--- src/init_table.svh ---
// Shortened ILI9163 power-on register table, included into the init sequencer body
`ifndef INIT_TABLE_SVH
`define INIT_TABLE_SVH

localparam lcd_word_t INIT_WORDS [INIT_TABLE_LEN] = '{
    '{1'b0, POWERA},     // Power control A
    '{1'b1, 8'h39},
    '{1'b1, 8'h2C},
    '{1'b1, 8'h00},
    '{1'b1, 8'h34},
    '{1'b1, 8'h02},
    '{1'b0, POWERB},     // Power control B
    '{1'b1, 8'h00},
    '{1'b1, 8'hC1},
    '{1'b1, 8'h30},
    '{1'b0, POWER_SEQ},  // Power on sequence
    '{1'b1, 8'h64},
    '{1'b1, 8'h03},
    '{1'b1, 8'h12},
    '{1'b1, 8'h81},
    '{1'b0, PWCTR1},     // GVDD level
    '{1'b1, 8'h23},
    '{1'b0, PWCTR2},
    '{1'b1, 8'h10},
    '{1'b0, VMCTR1},     // VCOMH and VCOML
    '{1'b1, 8'h3E},
    '{1'b1, 8'h28},
    '{1'b0, VMCTR2},
    '{1'b1, 8'h86},
    '{1'b0, MADCTL},     // Portrait until rotation step
    '{1'b1, 8'h48},
    '{1'b0, COLMOD},     // 16 bits per pixel
    '{1'b1, 8'h55},
    '{1'b0, FRMCTR1},
    '{1'b1, 8'h00},
    '{1'b1, 8'h18},
    '{1'b0, DISCTRL},
    '{1'b1, 8'h08},
    '{1'b1, 8'h82},
    '{1'b1, 8'h27},
    '{1'b0, SLPOUT}      // Leave sleep, needs the long wait
};

`endif

--- src/ili9163_pkg.sv ---
// ILI9163 command opcodes, MADCTL bits and address window limits shared by the design
package ili9163_pkg;

    // ------------------------------------------------------------------
    // Command opcodes used by the controller
    // ------------------------------------------------------------------
    typedef enum logic [7:0] {
        SWRESET   = 8'h01,  // Software reset
        SLPOUT    = 8'h11,  // Sleep out
        DISPON    = 8'h29,  // Display on
        CASET     = 8'h2A,  // Column address set
        PASET     = 8'h2B,  // Page address set
        RAMWR     = 8'h2C,  // Memory write
        MADCTL    = 8'h36,  // Memory access control
        COLMOD    = 8'h3A,  // Pixel format set
        FRMCTR1   = 8'hB1,  // Frame rate, normal mode
        DISCTRL   = 8'hB6,  // Display function control
        PWCTR1    = 8'hC0,  // Power control 1
        PWCTR2    = 8'hC1,  // Power control 2
        VMCTR1    = 8'hC5,  // VCOM control 1
        VMCTR2    = 8'hC7,  // VCOM control 2
        POWERA    = 8'hCB,  // Power control A
        POWERB    = 8'hCF,  // Power control B
        POWER_SEQ = 8'hED   // Power on sequence
    } ili9163_cmd_e;

    // ------------------------------------------------------------------
    // Memory access control bits
    // ------------------------------------------------------------------
    localparam logic [7:0] MADCTL_MY  = 8'h80;  // Bottom to top
    localparam logic [7:0] MADCTL_MX  = 8'h40;  // Right to left
    localparam logic [7:0] MADCTL_MV  = 8'h20;  // Row/column exchange
    localparam logic [7:0] MADCTL_BGR = 8'h08;  // Blue-green-red order

    // Landscape orientation sent after display on
    localparam logic [7:0] MADCTL_ROTATION = MADCTL_MX | MADCTL_MY | MADCTL_MV | MADCTL_BGR;

    // ------------------------------------------------------------------
    // Address window, both windows start at zero
    // ------------------------------------------------------------------
    localparam logic [15:0] COL_END  = 16'h013F;  // 320 columns
    localparam logic [15:0] PAGE_END = 16'h00EF;  // 240 pages

    // Words in the shortened power-on table
    localparam int INIT_TABLE_LEN = 36;

endpackage

--- src/lcd_ctrl_pkg.sv ---
// Link word type, sequencer states and SPI timing shared by the controller blocks
package lcd_ctrl_pkg;

    // ------------------------------------------------------------------
    // One word on the display link
    // ------------------------------------------------------------------
    typedef struct packed {
        logic       dc;    // 1 = data, 0 = command
        logic [7:0] data;  // Byte shifted out MSB first
    } lcd_word_t;

    // ------------------------------------------------------------------
    // Power-on sequencer states
    // ------------------------------------------------------------------
    typedef enum logic [3:0] {
        RESET_CMD,   // Software reset command
        WAIT_RESET,
        INIT_TABLE,  // Register table
        WAIT_INIT,
        DISPLAY_ON,
        WAIT_ON,
        ROTATION,    // MADCTL and its argument
        WINDOW,      // CASET, PASET and RAMWR
        DONE
    } seq_state_e;

    localparam int PIXEL_W  = 16;  // RGB565
    localparam int SCK_HALF = 1;   // Clocks per SCK half period

    // 100 ms at 25 MHz
    localparam int DEFAULT_WAIT_CYCLES = 2500000;

endpackage

--- src/lcd_word_if.sv ---
// Display word channel with a four-phase req/ack handshake, one per word source
`timescale 1ns/1ps

interface lcd_word_if
    import lcd_ctrl_pkg::*;
();

    logic      req;   // Word valid, held until ack
    logic      ack;   // Word fully shifted out
    lcd_word_t word;  // Stable while req is high

    modport source (
        output req,
        output word,
        input  ack
    );

    modport sink (
        input  req,
        input  word,
        output ack
    );

endinterface

--- src/ili9163_controller.sv ---
// ILI9163 TFT controller top level: power-on sequencer and pixel streamer over 4-wire SPI
`timescale 1ns/1ps

module ili9163_controller
    import lcd_ctrl_pkg::*;
#(
    parameter int WAIT_CYCLES = DEFAULT_WAIT_CYCLES  // Cycles per power-on wait
) (
    input  logic               clk,
    input  logic               rst,
    input  logic [PIXEL_W-1:0] pixel_data,
    input  logic               frame_done,
    output logic               spi_mosi,
    output logic               spi_sck,
    output logic               spi_cs,
    output logic               spi_dc,
    output logic               data_clk
);

    logic seq_done;  // Init finished, pixels may flow

    lcd_word_if cmd_link ();
    lcd_word_if pix_link ();

    init_sequencer #(
        .WAIT_CYCLES (WAIT_CYCLES)
    ) u_init_sequencer (
        .clk  (clk),
        .rst  (rst),
        .cmd  (cmd_link.source),
        .done (seq_done)
    );

    pixel_streamer u_pixel_streamer (
        .clk        (clk),
        .rst        (rst),
        .enable     (seq_done),
        .pixel_data (pixel_data),
        .frame_done (frame_done),
        .pix        (pix_link.source),
        .data_clk   (data_clk)
    );

    spi_word_link u_spi_word_link (
        .clk      (clk),
        .rst      (rst),
        .cmd      (cmd_link.sink),
        .pix      (pix_link.sink),
        .spi_mosi (spi_mosi),
        .spi_sck  (spi_sck),
        .spi_cs   (spi_cs),
        .spi_dc   (spi_dc)
    );

endmodule

--- src/init_sequencer.sv ---
// Power-on command sequencer: reset, register table, display on, rotation and window
`timescale 1ns/1ps

module init_sequencer
    import ili9163_pkg::*;
    import lcd_ctrl_pkg::*;
#(
    parameter int WAIT_CYCLES = DEFAULT_WAIT_CYCLES
) (
    input  logic      clk,
    input  logic      rst,
    lcd_word_if.source cmd,
    output logic      done
);

    `include "init_table.svh"

    typedef logic [$clog2(WAIT_CYCLES + 1)-1:0]    wait_t;
    typedef logic [$clog2(INIT_TABLE_LEN + 1)-1:0] idx_t;

    seq_state_e state_q;
    idx_t       idx_q;      // Init table position
    wait_t      wait_q;
    logic [3:0] step_q;     // Rotation and window word
    logic       req_q;
    logic       pend_q;     // Word issued, ack not yet fallen
    lcd_word_t  word_q;
    lcd_word_t  next_word;
    logic       sending;
    logic       waiting;

    assign cmd.req  = req_q;
    assign cmd.word = word_q;
    assign done     = (state_q == DONE);

    assign sending = state_q inside {RESET_CMD, INIT_TABLE, DISPLAY_ON, ROTATION, WINDOW};
    assign waiting = state_q inside {WAIT_RESET, WAIT_INIT, WAIT_ON};

    // ------------------------------------------------------------------
    // Word for the current step
    // ------------------------------------------------------------------
    always_comb begin
        next_word = '{dc: 1'b0, data: SWRESET};
        case (state_q)
            INIT_TABLE: next_word = INIT_WORDS[idx_q];
            DISPLAY_ON: next_word = '{dc: 1'b0, data: DISPON};
            ROTATION: begin
                if (step_q == 4'd0) next_word = '{dc: 1'b0, data: MADCTL};
                else                next_word = '{dc: 1'b1, data: MADCTL_ROTATION};
            end
            WINDOW: begin
                case (step_q)
                    4'd0:    next_word = '{dc: 1'b0, data: CASET};
                    4'd3:    next_word = '{dc: 1'b1, data: COL_END[15:8]};
                    4'd4:    next_word = '{dc: 1'b1, data: COL_END[7:0]};
                    4'd5:    next_word = '{dc: 1'b0, data: PASET};
                    4'd8:    next_word = '{dc: 1'b1, data: PAGE_END[15:8]};
                    4'd9:    next_word = '{dc: 1'b1, data: PAGE_END[7:0]};
                    4'd10:   next_word = '{dc: 1'b0, data: RAMWR};
                    default: next_word = '{dc: 1'b1, data: 8'h00};  // Window start bytes
                endcase
            end
            default: ;
        endcase
    end

    // ------------------------------------------------------------------
    // Sequence and handshake
    // ------------------------------------------------------------------
    always_ff @(posedge clk) begin
        if (rst) begin
            state_q <= RESET_CMD;
            idx_q   <= '0;
            wait_q  <= '0;
            step_q  <= '0;
            req_q   <= 1'b0;
            pend_q  <= 1'b0;
        end else begin
            if (req_q && cmd.ack) req_q <= 1'b0;  // Phase 3

            if (waiting) begin
                if (wait_q == wait_t'(WAIT_CYCLES - 1)) begin
                    wait_q <= '0;
                    case (state_q)
                        WAIT_RESET: state_q <= INIT_TABLE;
                        WAIT_INIT:  state_q <= DISPLAY_ON;
                        default:    state_q <= ROTATION;
                    endcase
                end else begin
                    wait_q <= wait_q + 1'b1;
                end
            end

            if (sending && !pend_q) begin
                word_q <= next_word;
                req_q  <= 1'b1;
                pend_q <= 1'b1;
            end else if (sending && !req_q && !cmd.ack) begin  // Ack has fallen
                pend_q <= 1'b0;
                case (state_q)
                    RESET_CMD:  state_q <= WAIT_RESET;
                    DISPLAY_ON: state_q <= WAIT_ON;
                    INIT_TABLE: begin
                        if (idx_q == idx_t'(INIT_TABLE_LEN - 1)) begin
                            idx_q   <= '0;
                            state_q <= WAIT_INIT;
                        end else begin
                            idx_q <= idx_q + 1'b1;
                        end
                    end
                    ROTATION: begin
                        if (step_q == 4'd1) begin  // Argument sent
                            step_q  <= '0;
                            state_q <= WINDOW;
                        end else begin
                            step_q <= step_q + 1'b1;
                        end
                    end
                    default: begin
                        if (step_q == 4'd10) begin  // RAMWR sent
                            step_q  <= '0;
                            state_q <= DONE;
                        end else begin
                            step_q <= step_q + 1'b1;
                        end
                    end
                endcase
            end
        end
    end

endmodule

--- src/pixel_streamer.sv ---
// Pixel streamer: sends each pixel as high then low data byte once init is done
`timescale 1ns/1ps

module pixel_streamer
    import lcd_ctrl_pkg::*;
(
    input  logic               clk,
    input  logic               rst,
    input  logic               enable,      // Sequencer done
    input  logic [PIXEL_W-1:0] pixel_data,
    input  logic               frame_done,  // Pause request
    lcd_word_if.source         pix,
    output logic               data_clk
);

    logic      req_q;
    logic      pend_q;     // Word issued, ack not yet fallen
    logic      low_q;      // Next byte is the low byte
    logic [1:0] settle_q;  // Host update time after data_clk edges
    lcd_word_t word_q;

    assign pix.req  = req_q;
    assign pix.word = word_q;

    // High between the two bytes of a pixel
    assign data_clk = low_q;

    // ------------------------------------------------------------------
    // Byte issue and handshake
    // ------------------------------------------------------------------
    always_ff @(posedge clk) begin
        if (rst) begin
            req_q    <= 1'b0;
            pend_q   <= 1'b0;
            low_q    <= 1'b0;
            settle_q <= '0;
        end else begin
            if (req_q && pix.ack) req_q <= 1'b0;
            if (settle_q != 2'd0) settle_q <= settle_q - 1'b1;

            if (!pend_q) begin
                // Word in flight always finishes, only new ones wait
                if (enable && !frame_done && settle_q == 2'd0) begin
                    word_q.dc <= 1'b1;
                    if (low_q) word_q.data <= pixel_data[7:0];
                    else       word_q.data <= pixel_data[PIXEL_W-1 -: 8];
                    req_q  <= 1'b1;
                    pend_q <= 1'b1;
                end
            end else if (!req_q && !pix.ack) begin
                pend_q   <= 1'b0;
                low_q    <= ~low_q;  // Toggles data_clk
                settle_q <= 2'd2;    // Pixel sampled two clocks later at the earliest
            end
        end
    end

endmodule

--- src/spi_word_link.sv ---
// SPI link: arbitrates command and pixel words and shifts the granted word out
`timescale 1ns/1ps

module spi_word_link
    import lcd_ctrl_pkg::*;
(
    input  logic     clk,
    input  logic     rst,
    lcd_word_if.sink cmd,
    lcd_word_if.sink pix,
    output logic     spi_mosi,
    output logic     spi_sck,
    output logic     spi_cs,
    output logic     spi_dc
);

    typedef enum logic [1:0] {
        L_IDLE,
        L_SHIFT,
        L_GAP,   // cs high before ack
        L_ACK    // Waiting for req to drop
    } link_state_e;

    typedef logic [$clog2(SCK_HALF + 1)-1:0] div_t;

    link_state_e state_q;
    logic        grant_pix_q;  // 0 = command source
    logic        ack_q;
    logic [6:0]  shift_q;      // Bits still to send
    logic [2:0]  bit_q;
    div_t        div_q;
    lcd_word_t   sel_word;

    // Command source wins a tie
    assign sel_word = cmd.req ? cmd.word : pix.word;

    assign cmd.ack = ack_q & ~grant_pix_q;
    assign pix.ack = ack_q & grant_pix_q;

    // ------------------------------------------------------------------
    // Grant, shifter and SCK generation
    // ------------------------------------------------------------------
    always_ff @(posedge clk) begin
        if (rst) begin
            state_q     <= L_IDLE;
            grant_pix_q <= 1'b0;
            ack_q       <= 1'b0;
            bit_q       <= '0;
            div_q       <= '0;
            spi_mosi    <= 1'b0;
            spi_sck     <= 1'b0;
            spi_cs      <= 1'b1;
            spi_dc      <= 1'b0;
        end else begin
            case (state_q)
                L_IDLE: begin
                    if (cmd.req || pix.req) begin
                        grant_pix_q <= ~cmd.req;
                        shift_q     <= sel_word.data[6:0];
                        spi_mosi    <= sel_word.data[7];  // MSB first
                        spi_dc      <= sel_word.dc;
                        spi_cs      <= 1'b0;
                        bit_q       <= '0;
                        div_q       <= '0;
                        state_q     <= L_SHIFT;
                    end
                end
                L_SHIFT: begin
                    if (div_q == div_t'(SCK_HALF - 1)) begin
                        div_q <= '0;
                        if (!spi_sck) begin
                            spi_sck <= 1'b1;  // Display samples here
                        end else begin
                            spi_sck <= 1'b0;
                            if (bit_q == 3'd7) begin
                                spi_cs  <= 1'b1;
                                state_q <= L_GAP;
                            end else begin
                                bit_q    <= bit_q + 1'b1;
                                spi_mosi <= shift_q[6];
                                shift_q  <= {shift_q[5:0], 1'b0};
                            end
                        end
                    end else begin
                        div_q <= div_q + 1'b1;
                    end
                end
                L_GAP: begin
                    ack_q   <= 1'b1;
                    state_q <= L_ACK;
                end
                default: begin
                    // Grant released once ack has dropped
                    if (!(grant_pix_q ? pix.req : cmd.req)) begin
                        ack_q   <= 1'b0;
                        state_q <= L_IDLE;
                    end
                end
            endcase
        end
    end

endmodule

--- config.mk ---
export PLATFORM = sky130hd
export DESIGN_NAME = ili9163_controller
export DESIGN_NICKNAME = d
export VERILOG_FILES = /design/src/ili9163_pkg.sv /design/src/lcd_ctrl_pkg.sv /design/src/lcd_word_if.sv /design/src/ili9163_controller.sv /design/src/init_sequencer.sv /design/src/pixel_streamer.sv /design/src/spi_word_link.sv
export VERILOG_INCLUDE_DIRS = /design/src
export SDC_FILE = /design/constraint.sdc
export NUM_CORES = 1
export LEC_CHECK = 0
export BUFFER_PORTS_ARGS = -buffer_cell sky130_fd_sc_hd__buf_2
export CAP_MARGIN = 15
export CORE_ASPECT_RATIO = 0.75
export CORE_MARGIN = 2
export CORE_UTILIZATION = 55
export DETAILED_ROUTE_END_ITERATION = 7
export PLACE_DENSITY = 0.73
export SYNTH_ARGS = -nofsm -noshare
export SYNTH_HDL_FRONTEND = slang
export SYNTH_SLANG_ARGS = --single-unit
--- constraint.sdc ---
create_clock -name clk -period 2.7 [get_ports clk]
set_input_delay 0.135 -clock clk [delete_from_list [all_inputs] [get_ports clk]]
set_output_delay 0.135 -clock clk [all_outputs]
set_load 0.01 [all_outputs]
# After elaboration in Yosys (flattened, before gate mapping)
# Memory sizes are Yosys's and may differ from the RTL's.
# Index checks and enable logic that the tools add are counted.
[op_classes] add_sub_neg=6 order_cmp=1 n_eq_ne=26 n_mux=66 bitwise=12 n_reduce_logical=40
[op_table] cell="$pmux 9 s6" count=1
[op_table] cell="$mux 4" count=9
[op_table] cell="$mux 9" count=4
[op_table] cell="$pmux 9 s4" count=1
[op_table] cell="$mux 7" count=4
[op_table] cell="$eq 4x3->1 const B" count=6
[op_table] cell="$add 22x1->22 const B" count=1
[op_table] cell="$eq 22x22->1 const B" count=1
[op_table] cell="$mux 1" count=22
[op_table] cell="$mux 22" count=1
[op_table] cell="$mux 2" count=8
[op_table] cell="$pmux 4 s4" count=1
[op_table] cell="$reduce_and 5->1" count=3
[op_table] cell="$pmux 7 s2" count=1
[op_table] cell="$eq 4x2->1 const B" count=3
[op_table] cell="$eq 4x4->1 const B" count=3
[op_table] cell="$mux 3" count=4
[op_table] cell="$pmux 3 s2" count=2
[op_table] cell="$reduce_and 2->1" count=6
[op_table] cell="$not 1->1" count=9
[op_table] cell="$reduce_and 3->1" count=3
[op_table] cell="$eq 4x1->1 const B" count=2
[op_table] cell="$logic_and 1x1->1" count=8
[op_table] cell="$logic_not 4->1" count=2
[op_table] cell="other kinds (29)" count=46
[totals] reg_bits=79 romBits=576 elab_cells=175 memories=1
[memory_table] name="(no name shown)" words=64 word_bits=9 read_ports=1 rd_clocked_by_memory_dff=0 write_ports=0 line_no="init_sequencer.sv:45" rtl="INIT_TABLE: next_word = INIT_WORDS[idx_q];"

# Longest topological paths before layout
[logic_depth] word_depth=8 depth_mapped=8 depth_no_buf=7

# By module
# From an unflattened synthesis, not the netlist that was laid out.
[unflattened] cells_unflattened=528 area_unflattened_um2=4702.0
[modules_own_cells] module="init_sequencer" instances=1 cells_each=384 area_each_um2=3076.7 seq_area_each_um2=1031.0
[modules_own_cells] module="spi_word_link" instances=1 cells_each=104 area_each_um2=1071.0 seq_area_each_um2=430.4
[modules_own_cells] module="pixel_streamer" instances=1 cells_each=40 area_each_um2=554.3 seq_area_each_um2=340.3

# Worst setup path after synthesis
# No wires, ideal clock.
[synth_timing] kind="flip-flop to flip-flop" startpoint="register u_init_sequencer.idx_q[0]" endpoint="register u_init_sequencer.word_q (netlist bit u_init_sequencer.cmd.word[3]) (data pin)" setup_ps=265 arrival_time_ps=1829 required_time_ps=2435 path_slack_ps=606 path_stages_with_launch=9 path_buffers=1 cell_sequence="dfxtp_1 clkbuf_1 inv_1 ha_1 nand2_1 o32ai_1 a311o_1 o21ai_0 o21ai_0"
[synth_between] elab_chain_cells=5
[synth_rtl] item="start, declared" line_no="init_sequencer.sv:22" rtl="idx_t idx_q;"
[synth_rtl] item="start signal, assigned" line_no="init_sequencer.sv:108" rtl="idx_q <= idx_q + 1'b1;"
[synth_rtl] item="$not 6->7 (not written as such)" line_no="init_sequencer.sv:45"
[synth_rtl] item="$mem_v2 64x9"
[synth_rtl] item="$mux 9 (not written as such) (2 in a row)" line_no="init_sequencer.sv:45"
[synth_rtl] item="$pmux 9 s4" line_no="init_sequencer.sv:44" rtl="case (state_q)"
[synth_rtl] item="end signal, assigned" line_no="init_sequencer.sv:95" rtl="word_q <= next_word;"
[synth_rtl] item="end, declared" line_no="init_sequencer.sv:27" rtl="lcd_word_t word_q;"
# No other way between the ends. The select of a mux whose other input is x is not followed.
# A chain may end at the register's enable or synchronous reset.

# Worst setup path after layout
[layout_timing] startpoint="register u_init_sequencer.idx_q[1]" endpoint="register u_init_sequencer.word_q (netlist bit u_init_sequencer.cmd.word[3]) (data pin)"
# Same word-level chain as after synthesis.

==> impl_metrics.py <==
metrics = {
    "synthesis": {
        "synthXorXnorAreaFrac": 0.0484,
        "synth_nets": 565,
        "yosys_warnings": 0,
        "synth_cell_types": 77,
        "synth-edff-count": 24,
        "synthArstFlopShare": 0,
        "synthSimpleGateAreaFrac": 0.271,
        "synth_top_family_by_area": "simple AND/OR/NAND/NOR gates",
        "synth_mux_area_frac": 0.0627,
        "synth-seq-area-share": 0.383,
        "synth_compound_area_frac": 0.150,
        "postSynthAreaPerCell_um2": 8.86,
        "ys.flop_type": "dfxtp_1",
        "syn-instance-count": 531,
        "synthAdderAreaFrac": 0.0399,
        "syn_area_um2": 4710,
        "synth-seq-cells": 78,
    },
    "clock_tree": {
        "insertion_delay_ns": 0.33,
        "clock-sinks": 78,
        "post_cts_buffers": 0,
        "cts_made_buffers": 9,
        "h-tree-depth": 3,
        "cts_tree": "built",
        "clk_pin_slew_ns": 0.06,
        "holdBufCountCts": 0,
        "cts_resized": 0,
        "clockRootBuffer": "clkbuf_16",
        "clockBufferDepth": 2,
    },
    "timing": {
        "worstMarginPinSlew_ns": 0.832,
        "fin_ws_ns": 0.419,
        "hold_viol": 0,
        "setup_viol": 0,
        "skew_ns": 0.00599,
        "slew_headroom": 0.445,
        "report.final.slew_viol_count": 0,
        "finalCritPeriodShare": 0.845,
        "rsz0062_at_grt": "false",
        "tns_ns": 0,
        "fmax_mhz": 438,
        "min_period_ns": 2.28,
    },
    "global_route": {
        "grt_use_met1": 0.343,
        "grt_pass1_vias": 3550,
        "grt_overflow": 0,
        "grt_use_met3": 0.0494,
        "antenna_found_initial": 0,
        "busiest_layer": "met2",
        "grtUsageTotal": 0.236,
        "grt_max_degree": 42,
        "grt_use_met2": 0.361,
        "grt_pass1_wl_um": 17800,
    },
    "critical_path": {
        "endpoint": "u_init_sequencer.cmd.word[3]$_SDFFCE_PN0P_",
        "worstPathMaxFanout": 16,
        "cp.arrival_ns": 2.35,
        "r2r_start": "u_init_sequencer.idx_q[1]$_SDFFE_PP0P_",
        "r2r.worst_path.cells": 7,
        "r2r_setup_slack_ns": 0.42,
        "timing.rr.end": "u_init_sequencer.cmd.word[3]$_SDFFCE_PN0P_",
        "crit_type": "register to register",
        "cp-end-kind": "register",
        "crit_start": "u_init_sequencer.idx_q[1]$_SDFFE_PP0P_",
        "cp.required_ns": 2.77,
        "start_kind": "register",
    },
    "place": {
        "gp_congestion": 0.932,
        "dpl_worst_slack_ns": 0.481,
        "place_area_um2": 4880,
        "post-dp-hpwl_um": 7300,
        "portBuffers": 23,
    },
    "power_and_ir_drop": {
        "power_mw": 3.15,
        "p_leak_nw": 1.82,
        "power_density_nw_per_um2": 609,
        "ir_drop_mv": 0.508,
    },
    "die": {
        "start_util": 0.561,
        "die_x_um": 111,
        "die_y_um": 84.1,
        "die_area_um2": 9320,
        "coreArea_um2": 8380,
        "io_pins": 24,
        "rows": 29,
    },
    "cells_and_area": {
        "drive_gt1_frac": 0.150,
        "fin_area_um2": 5170,
        "area_growth_pct": 9.94,
        "antenna_cells": 0,
        "nets": 577,
    },
    "routing": {
        "dr.pass1.iters": 5,
        "wl_per_cell_um": 16.1,
        "vias": 3956,
        "wirelength_um": 10500,
        "drcViolationCount": 0,
        "viasPerCell": 6.03,
        "drtAntennaViolNets": 0,
        "drt-initial-drc-count": 359,
    },
    "worst_hold_path": {
        "hold_path_class": "input pin to register",
    },
    "status": {
        "status": "complete, no violations",
    },
    "flow_run": {
        "max-cap-violations": 0,
    },
}
==> cell usage in the layout (no fill, tap or decap), types with 5 or more instances in the layout <==
cell type,instances
mux2i_1,16
o211ai_1,5
nor2_1,66
dfxtp_1,54
nor3_1,8
mux2_2,12
buf_4,11
nand2_1,51
xnor2_1,13
nand4_1,7
nor4_1,10
ha_1,15
o21ai_0,33
nand3_1,21
a21oi_1,28
and3_1,5
buf_2,23
xor2_1,13
edfxtp_1,24
nand2b_1,10
inv_1,15
a211oi_1,9
clkbuf_16,9
==> cells by family (layout without fill, tap and decap cells) <==
family | after synthesis | in the layout
and+or+nand+nor | 226 | 226
AOI/OAI and AO/OA | 110 | 110
DFF | 78 | 78
buffers and inverters | 48 | 65
muxes | 28 | 28
xor gates and xnor gates | 26 | 26
adders and majority gates | 15 | 15
==> worst max-delay path, cell delays in order, from the launching register on <==
cell	delay, ns
dfxtp_1	0.64
inv_1	0.21
ha_1	0.43
nand2_1	0.13
o32ai_1	0.08
a311o_1	0.35
o21ai_0	0.07
o21ai_0	0.10
==> through the flow <==
stage	std cells	utilization	hold slack, ns
after floorplan	531	-	0.315
after global placement	640	0.583	0.438
after detailed placement	640	0.583	0.442
after CTS	656	0.617	0.0904
after global routing	656	0.617	0.0921
final	656	0.617	0.0991
==> per-layer routing <==
layer,up-vias,part of all wire
met5,-,0
met4,0,0.0084
met3,11,0.067
met2,148,0.43
met1,1840,0.49
li1,1957,-
==> report_power, final <==
| group | total (mW) | switching [mW] | leakage, nW | internal, mW |
|---|---|---|---|---|
| Clock | 1.19 | 0.471 | 0.144 | 0.718 |
| Combinational | 0.562 | 0.344 | 1.01 | 0.218 |
| Sequential | 1.40 | 0.0608 | 0.658 | 1.34 |
==> state kept, by name, summed over array words and instances, names as in the netlist, 2 cells and up <==
register / flops
u_init_sequencer.cmd.word: 9
u_init_sequencer.idx_q: 6
u_init_sequencer.state_q: 4
u_init_sequencer.step_q: 4
u_init_sequencer.wait_q: 22
u_pixel_streamer.pix.word: 8
u_pixel_streamer.settle_q: 2
u_spi_word_link.bit_q: 3
u_spi_word_link.shift_q: 7
u_spi_word_link.state_q: 2
==> worst min-delay path by stage <==
stage,startpoint,to,cells past startpoint
floorplan,rst,u_pixel_streamer.pend_q$_SDFF_PP0_,2
global placement,pixel_data[5],u_pixel_streamer.pix.word[5]$_DFFE_PP_,2
detailed placement,pixel_data[5],u_pixel_streamer.pix.word[5]$_DFFE_PP_,2
CTS,pixel_data[5],u_pixel_streamer.pix.word[5]$_DFFE_PP_,2
global route,pixel_data[2],u_pixel_streamer.pix.word[2]$_DFFE_PP_,2
finish,pixel_data[13],u_pixel_streamer.pix.word[5]$_DFFE_PP_,2
==> layout make-up <==
type	count	area [um2]
clock buffers	11	233
clock inverters	5	57.6
fillers	711	3210
inverters	15	56.3
multi-input cells	405	2690
flip-flops and latches	78	1800
well taps	108	135
repair buffers	34	198
==> synth_stat cells, drive strengths merged, types with 13 or more instances <==
cell type	instances	area share
dfxtp	54	0.23
nand3	25	0.032
clkbuf	20	0.016
a21oi	28	0.030
ha	15	0.040
nand2	52	0.045
inv	15	0.012
nor4	13	0.025
o21ai	33	0.035
mux2i	16	0.034
xnor2	13	0.024
nor2	69	0.060
edfxtp	24	0.15
xor2	13	0.024
buf	13	0.017
(Power assumes the default switching activity.)
